--- config.mk ---
export PLATFORM = sky130hd
export DESIGN_NAME = drawing_grid_top
export DESIGN_NICKNAME = d
export VERILOG_FILES = /design/src/verilog/grid_pkg.sv /design/src/verilog/ps2_pkg.sv /design/src/verilog/ps2_receiver.sv /design/src/verilog/cursor_control.sv /design/src/verilog/pixel_grid.sv /design/src/verilog/hex_display.sv /design/src/verilog/drawing_grid_top.sv
export SDC_FILE = /design/constraint.sdc
export NUM_CORES = 2
export LEC_CHECK = 0
export BUFFER_PORTS_ARGS = -buffer_cell sky130_fd_sc_hd__buf_4
export CORE_UTILIZATION = 57
export DETAILED_ROUTE_END_ITERATION = 16
export PLACE_DENSITY = 0.72
export SKIP_CTS_REPAIR_TIMING = 1
export SYNTH_ARGS = -nofsm -noshare
export SYNTH_HDL_FRONTEND = slang
export SYNTH_HIERARCHICAL = 1
export SYNTH_SLANG_ARGS = --single-unit
--- constraint.sdc ---
create_clock -name clk -period 27 [get_ports clk]
set_clock_uncertainty 0.15 [all_clocks]
set_input_delay 4.05 -clock clk [delete_from_list [all_inputs] [get_ports clk]]
set_output_delay 4.05 -clock clk [all_outputs]
set_load 0.02 [all_outputs]
--- src/verilog/grid_pkg.sv ---
`default_nettype none

package grid_pkg;

    // --------------------
    // Grid geometry

    // Cells per side of the square drawing area
    localparam int GRID_SIZE = 28;

    localparam int GRID_CELLS = GRID_SIZE * GRID_SIZE;

    // Column or row index, 0 to GRID_SIZE-1
    typedef logic [4:0] coord_t;

    // Row-major cell index, row * GRID_SIZE + column
    typedef logic [9:0] cell_addr_t;

    // --------------------
    // Cursor behaviour

    // Cursor home on both axes
    localparam coord_t START_COORD = 5'd14;

    // Hold-off after a move, about 40 ms at 50 MHz
    localparam int MOVE_DELAY_DEFAULT = 2_000_000;

    typedef logic [20:0] delay_t;

endpackage

`default_nettype wire

--- src/verilog/ps2_pkg.sv ---
`default_nettype none

package ps2_pkg;

    typedef logic [7:0] scan_code_t;

    // Start bit, eight data bits, parity, stop bit
    localparam int FRAME_BITS = 11;

    // Samples of the PS/2 clock that must agree before the level changes
    localparam int FILTER_DEPTH = 8;

    // --------------------
    // Arrow key make codes (extended set, E0 prefix ignored)

    localparam scan_code_t LEFT_CODE  = 8'h6B;
    localparam scan_code_t RIGHT_CODE = 8'h74;
    localparam scan_code_t UP_CODE    = 8'h75;
    localparam scan_code_t DOWN_CODE  = 8'h72;

endpackage

`default_nettype wire

--- src/verilog/ps2_receiver.sv ---
`timescale 1ns/1ns
`default_nettype none

module ps2_receiver (
    input  wire logic          clk,
    input  wire logic          reset,
    input  wire logic          ps2_clk,
    input  wire logic          ps2_data,
    output ps2_pkg::scan_code_t scan_code,
    output logic               key_valid
);
    import ps2_pkg::*;

    typedef enum logic [1:0] {
        idle,
        shift,
        check
    } state_t;

    localparam int COUNT_W = $clog2(FRAME_BITS);

    logic [FILTER_DEPTH-1:0] filter;
    logic                    clk_level;
    logic                    level_next;
    logic                    fall_edge;
    logic [1:0]              data_sync;
    state_t                  state;
    logic [COUNT_W-1:0]      bits_left;
    logic [FRAME_BITS-1:0]   frame;

    // --------------------
    // PS/2 clock filter

    // Bus idles high, so start the filter that way
    always_ff @(posedge clk or posedge reset) begin
        if (reset) begin
            filter    <= '1;
            clk_level <= 1'b1;
            data_sync <= 2'b11;
        end else begin
            filter    <= {ps2_clk, filter[FILTER_DEPTH-1:1]};
            clk_level <= level_next;
            data_sync <= {data_sync[0], ps2_data};
        end
    end

    // Level only moves once every stage agrees
    always_comb begin
        level_next = clk_level;
        if (&filter) begin
            level_next = 1'b1;
        end else if (~|filter) begin
            level_next = 1'b0;
        end
    end

    assign fall_edge = clk_level & ~level_next;

    // --------------------
    // Frame assembly, LSB first

    always_ff @(posedge clk or posedge reset) begin
        if (reset) begin
            state     <= idle;
            bits_left <= '0;
            frame     <= '0;
        end else begin
            case (state)
                idle: begin
                    // Low data on a falling edge is a start bit
                    if (fall_edge && !data_sync[1]) begin
                        frame     <= {data_sync[1], frame[FRAME_BITS-1:1]};
                        bits_left <= COUNT_W'(FRAME_BITS - 2);
                        state     <= shift;
                    end
                end
                shift: begin
                    if (fall_edge) begin
                        frame     <= {data_sync[1], frame[FRAME_BITS-1:1]};
                        bits_left <= bits_left - 1'b1;
                        if (bits_left == '0) begin
                            state <= check;
                        end
                    end
                end
                default: begin
                    state <= idle;
                end
            endcase
        end
    end

    // Parity bit frame[9] is not checked
    assign key_valid = (state == check) && frame[FRAME_BITS-1];
    assign scan_code = scan_code_t'(frame[8:1]);

    // One strobe per frame since the FSM leaves check right away
    assert property (@(posedge clk) disable iff (reset) key_valid |=> !key_valid)
        else $error("key_valid high in two consecutive cycles");

endmodule

`default_nettype wire

--- src/verilog/cursor_control.sv ---
`timescale 1ns/1ns
`default_nettype none

module cursor_control #(
    parameter int MOVE_DELAY = grid_pkg::MOVE_DELAY_DEFAULT
) (
    input  wire logic                clk,
    input  wire logic                reset,
    input  wire logic                on,
    input  wire logic                draw,
    input  wire ps2_pkg::scan_code_t scan_code,
    input  wire logic                key_valid,
    output grid_pkg::coord_t         cursor_x,
    output grid_pkg::coord_t         cursor_y,
    output grid_pkg::cell_addr_t     write_addr,
    output logic                     write_en
);
    import grid_pkg::*;
    import ps2_pkg::*;

    typedef enum logic {
        init,
        run
    } state_t;

    state_t state;
    delay_t delay_count;

    // --------------------
    // Cursor movement

    always_ff @(posedge clk or posedge reset) begin
        if (reset) begin
            state       <= init;
            cursor_x    <= START_COORD;
            cursor_y    <= START_COORD;
            delay_count <= '0;
        end else if (on) begin
            case (state)
                init: begin
                    cursor_x <= START_COORD;
                    cursor_y <= START_COORD;
                    state    <= run;
                end
                default: begin
                    if (delay_count != '0) begin
                        delay_count <= delay_count - 1'b1;
                    end else if (key_valid) begin
                        // Moves off the edge are dropped and start no hold-off
                        case (scan_code)
                            RIGHT_CODE: begin
                                if (cursor_x < GRID_SIZE - 1) begin
                                    cursor_x    <= cursor_x + 1'b1;
                                    delay_count <= delay_t'(MOVE_DELAY);
                                end
                            end
                            LEFT_CODE: begin
                                if (cursor_x > 0) begin
                                    cursor_x    <= cursor_x - 1'b1;
                                    delay_count <= delay_t'(MOVE_DELAY);
                                end
                            end
                            UP_CODE: begin
                                if (cursor_y > 0) begin
                                    cursor_y    <= cursor_y - 1'b1;
                                    delay_count <= delay_t'(MOVE_DELAY);
                                end
                            end
                            DOWN_CODE: begin
                                if (cursor_y < GRID_SIZE - 1) begin
                                    cursor_y    <= cursor_y + 1'b1;
                                    delay_count <= delay_t'(MOVE_DELAY);
                                end
                            end
                            default: begin
                            end
                        endcase
                    end
                end
            endcase
        end
    end

    // --------------------
    // Pixel write port

    // Row-major index of the cell under the cursor
    assign write_addr = cell_addr_t'(cursor_y) * cell_addr_t'(GRID_SIZE)
                      + cell_addr_t'(cursor_x);
    assign write_en   = draw && on && (state == run);

    // Clamping keeps the cursor inside the grid the pixel store covers
    assert property (@(posedge clk) disable iff (reset)
        (cursor_x < GRID_SIZE) && (cursor_y < GRID_SIZE))
        else $error("cursor outside grid");

endmodule

`default_nettype wire

--- src/verilog/pixel_grid.sv ---
`timescale 1ns/1ns
`default_nettype none

module pixel_grid (
    input  wire logic                 clk,
    input  wire logic                 reset,
    input  wire grid_pkg::cell_addr_t write_addr,
    input  wire logic                 write_en,
    input  wire grid_pkg::cell_addr_t read_addr,
    output logic                      pixel
);
    import grid_pkg::*;

    // One bit per cell, row-major
    logic [GRID_CELLS-1:0] pixels;

    // --------------------
    // Write port

    // Drawing only ever sets pixels, reset is the only way to erase
    always_ff @(posedge clk or posedge reset) begin
        if (reset) begin
            pixels <= '0;
        end else if (write_en) begin
            pixels[write_addr] <= 1'b1;
        end
    end

    // --------------------
    // Registered read port

    // Addresses past the grid read as blank
    always_ff @(posedge clk) begin
        if (read_addr < GRID_CELLS) begin
            pixel <= pixels[read_addr];
        end else begin
            pixel <= 1'b0;
        end
    end

    // The cursor side must never address past the last cell
    assert property (@(posedge clk) disable iff (reset)
        write_en |-> (write_addr < GRID_CELLS))
        else $error("pixel write outside grid");

endmodule

`default_nettype wire

--- src/verilog/hex_display.sv ---
`timescale 1ns/1ns
`default_nettype none

module hex_display (
    input  wire logic [3:0] digit,
    output logic      [6:0] segments
);

    // Active low, segment a in bit 0 through g in bit 6
    always_comb begin
        case (digit)
            4'h0: segments = 7'b1000000;
            4'h1: segments = 7'b1111001;
            4'h2: segments = 7'b0100100;
            4'h3: segments = 7'b0110000;
            4'h4: segments = 7'b0011001;
            4'h5: segments = 7'b0010010;
            4'h6: segments = 7'b0000010;
            4'h7: segments = 7'b1111000;
            4'h8: segments = 7'b0000000;
            4'h9: segments = 7'b0010000;
            // Letters, b and d in lower case
            4'hA: segments = 7'b0001000;
            4'hB: segments = 7'b0000011;
            4'hC: segments = 7'b1000110;
            4'hD: segments = 7'b0100001;
            4'hE: segments = 7'b0000110;
            default: segments = 7'b0001110;
        endcase
    end

endmodule

`default_nettype wire

--- src/verilog/drawing_grid_top.sv ---
`timescale 1ns/1ns
`default_nettype none

module drawing_grid_top #(
    parameter int MOVE_DELAY = grid_pkg::MOVE_DELAY_DEFAULT
) (
    input  wire logic                 clk,
    input  wire logic                 reset,
    input  wire logic                 on,
    input  wire logic                 draw,
    input  wire logic                 ps2_clk,
    input  wire logic                 ps2_data,
    input  wire grid_pkg::cell_addr_t read_addr,
    output logic                      pixel,
    output logic [6:0]                hex0,
    output logic [6:0]                hex1,
    output logic [6:0]                hex2,
    output logic [6:0]                hex3
);
    import grid_pkg::*;
    import ps2_pkg::*;

    scan_code_t key_code;
    logic       key_valid;
    coord_t     cursor_x;
    coord_t     cursor_y;
    cell_addr_t write_addr;
    logic       write_en;

    // --------------------
    // Keyboard to cursor to grid

    ps2_receiver i_ps2_receiver (
        .clk       (clk),
        .reset     (reset),
        .ps2_clk   (ps2_clk),
        .ps2_data  (ps2_data),
        .scan_code (key_code),
        .key_valid (key_valid)
    );

    cursor_control #(
        .MOVE_DELAY (MOVE_DELAY)
    ) i_cursor_control (
        .clk        (clk),
        .reset      (reset),
        .on         (on),
        .draw       (draw),
        .scan_code  (key_code),
        .key_valid  (key_valid),
        .cursor_x   (cursor_x),
        .cursor_y   (cursor_y),
        .write_addr (write_addr),
        .write_en   (write_en)
    );

    pixel_grid i_pixel_grid (
        .clk        (clk),
        .reset      (reset),
        .write_addr (write_addr),
        .write_en   (write_en),
        .read_addr  (read_addr),
        .pixel      (pixel)
    );

    // --------------------
    // Cursor position in hex, x on hex1:hex0 and y on hex3:hex2

    hex_display i_hex0 (.digit(cursor_x[3:0]), .segments(hex0));
    hex_display i_hex1 (.digit({3'b000, cursor_x[4]}), .segments(hex1));
    hex_display i_hex2 (.digit(cursor_y[3:0]), .segments(hex2));
    hex_display i_hex3 (.digit({3'b000, cursor_y[4]}), .segments(hex3));

endmodule

`default_nettype wire

==> results.toml <==
[sta]
period_share_pct = 29.7
fmax_mhz = 125
rsz0062_at_grt = "false"
finalCriticalPeriod_ps = 8020
hold_violations = 0
fin_tns_setup_ps = 0
worst_pin_slew_ps = 1230
setup_viol = 0
worst_slack_ps = 18980
drv_slew = 0
relSlewSlack_pct = 17.9

[pwr]
power_w = 0.00292
p_per_area_mw_per_mm2 = 69.9
irDropWorstVdd_v = 0.0000603
power.leakage_nw = 18.6

[min_path]
holdCritPathClass = "flop to flop"

[cts]
cts.sinks = 844
clk_path_buf_depth = 3
cts_tree = "built"
cts_root_buf = "clkbuf_16"
cts.clk_slew.worst_paths_ps = 60
numCtsBuffers = 87
clock_latency_ps = 650
cts_max_level = 3

[worst_setup_path]
crit_type = "primary input to flop"
cp.required_ps = 27370
cp.arrival_ps = 8390
cp-start-kind = "primary input"
cp_max_fo = 83
cp-end-kind = "flop"

[detailed_routing]
final_antenna_net_count = 0
wire_per_inst_um = 26.8
viasPerCell = 6.65
wl_mm = 100
dr.first_iter.drc_count = 2774
via_count = 24800
drc = 2
dr.pass1.iters = 11

[global_route]
grt_max_degree = 193
grt_use_total_pct = 30.4
grt_pass1_vias = 25700
grt_first_pass_wirelength_mm = 156
overflow = 0
antenna_found_initial = 2

[floorplan]
fp.coreArea_mm2 = 0.0660
die_x_um = 261
die_y_um = 261
rows = 94
start_util_pct = 57.8
pin_count = 45
die_area_mm2 = 0.0680

[yosys]
synth.distinct_cells = 93
synthArstFlopShare_pct = 99.9
ys_seq_area_share_pct = 55.4
ys_ff_latch = 844
synth_edf_count = 0
ys_warn_count = 6
synth-main-ff-cell = "dfrtp_1"
synth_cells = 2865
syn_area_per_cell_um2 = 13.3
synth_area_mm2 = 0.0381

[placement]
placed_cell_area_mm2 = 0.0388
dp_slack_ps = 18500
gp_congestion = 0.899
io_buffers = 38
dp_hpwl_mm = 58.5

[finish]
drive_above_1_share_pct = 17.9
fill_cells = 4783
syn_to_final_growth_pct = 9.31
seq_area_mm2 = 0.0211
multi_input_area_mm2 = 0.0157
final_cell_area_mm2 = 0.0417
diodes = 0
finalNetCount = 2878
post-route-util_pct = 63.2

[run_status]
failed_checks = "design-rule violations"
outcome = "finished with violations"

[job]
cap_violations = 0
## power by group
group	switching, W	internal [W]	leakage (nW)	total [W]
Clock	0.000499	0.000708	1.41	0.00121
Combinational	0.000201	0.000123	5.57	0.000325
Sequential	0.0000475	0.00134	11.7	0.00138
## placed cells by master, fill, tap and decap left out, types with 27 or more instances in the layout
cell	count
nor3_1	28
buf_4	82
nand3_1	32
nand2_1	94
mux2i_1	67
mux4_2	190
inv_1	39
a22oi_1	38
a31o_2	27
nor2_1	69
ha_1	52
dfrtp_1	826
a21oi_1	44
o21bai_1	752
clkbuf_16	88
## Yosys cell counts, types with 7 or more instances
master	number	area [µm²]
nor3_1	28	140
o31ai_1	8	60.1
mux2_2	10	113
o21bai_1	752	5650
nand4_1	7	43.8
fa_1	8	160
dfrtp_1	826	20700
nor2b_1	16	100
o22ai_1	9	56.3
a21oi_1	44	220
a21o_1	17	128
a22o_1	10	87.6
dfstp_2	17	447
ha_1	52	651
buf_4	21	158
or3_1	8	50.1
mux4_2	190	4280
a31o_2	27	236
nand2_1	96	360
buf_2	33	165
inv_1	40	150
mux2i_1	67	671
a31oi_1	15	93.8
xor2_1	10	87.6
and2_1	9	56.3
a211oi_1	11	82.6
nand2b_1	8	50.1
nor3b_1	14	105
a22oi_1	38	285
o21ai_0	23	115
clkbuf_1	184	691
nand3_1	42	210
nor2_1	69	259
buf_6	19	214
and3_1	7	43.8
## registers in the layout (all words and copies together), names as in the netlist
signal	flops
i_cursor_control/cursor_y	5
i_ps2_receiver/filter	8
i_cursor_control/cursor_x	5
i_ps2_receiver/state	2
i_ps2_receiver/data_sync	2
i_ps2_receiver/bits_left	4
i_cursor_control/delay_count	21
i_ps2_receiver/frame	10
i_ps2_receiver/clk_level	1
i_pixel_grid/pixels	784
i_pixel_grid/pixel	1
i_cursor_control/state	1
## cell type report
class	count	area share, %
Multi-Input combinational cell	1740	37.7
Tap cell	864	2.59
Clock buffer	129	6.08
Timing Repair Buffer	87	1.69
Sequential cell	844	50.7
Clock inverter	29	0.804
Inverter	42	0.402
## layer usage
| layer | share of wire, % | track usage (%) | vias up |
|---|---|---|---|
| met5 | 0.013 | 0 | - |
| met1 | 41 | 42.0 | 13100 |
| met2 | 47 | 47.8 | 1036 |
| li1 | - | - | 10400 |
| met4 | 4.1 | 11.9 | 2 |
| met3 | 7.5 | 6.10 | 246 |
## per-stage QoR
step	std cells	hold slack, ps
6_report	3735	204
5_1_grt	3735	213
4_1_cts	3735	205
3_5_place_dp	3577	197
3_3_place_gp	3577	197
2_1_floorplan	2887	195
## worst paths after layout
check | endpoint | cells after the start | from | slack, ps
setup / recovery | i_pixel_grid/pixel | 10 | read_addr[1] | 18980
hold / removal | i_ps2_receiver/data_sync[1] | 0 | i_ps2_receiver/data_sync[0] | 200
setup reg to reg | i_pixel_grid/pixels[153] | 9 | i_cursor_control/cursor_y[2] | 21500
hold reg to reg | i_ps2_receiver/data_sync[1] | 0 | i_ps2_receiver/data_sync[0] | 200
max in group asynchronous | i_pixel_grid/pixels[763] | 4 | reset | 20980
min in group asynchronous | i_cursor_control/delay_count[10] | 3 | reset | 3390
## worst max-delay path, cell delays in order
cell and delay (ps):
clkbuf_8 640, buf_4 790, buf_4 770, nor2b_1 560, a221oi_1 230, nor3_1 300
a211oi_1 90, o31a_1 300, a211oi_1 350, o32ai_1 150
## logic make-up (layout without fill, tap and decap cells)
logic type | count (synthesis) | in the layout | share of synthesized area (%)
simple gates | 352 | 352 | 4.87
compound gates | 1013 | 1013 | 19.8
other cells | 1 | 23 | 0.00983
fa+ha+maj | 60 | 60 | 2.13
mux | 276 | 276 | 13.7
buf+inv | 303 | 287 | 3.72
flops | 844 | 844 | 55.4
xor+xnor | 16 | 16 | 0.367
Note: power is estimated with default switching activity, not from simulation.
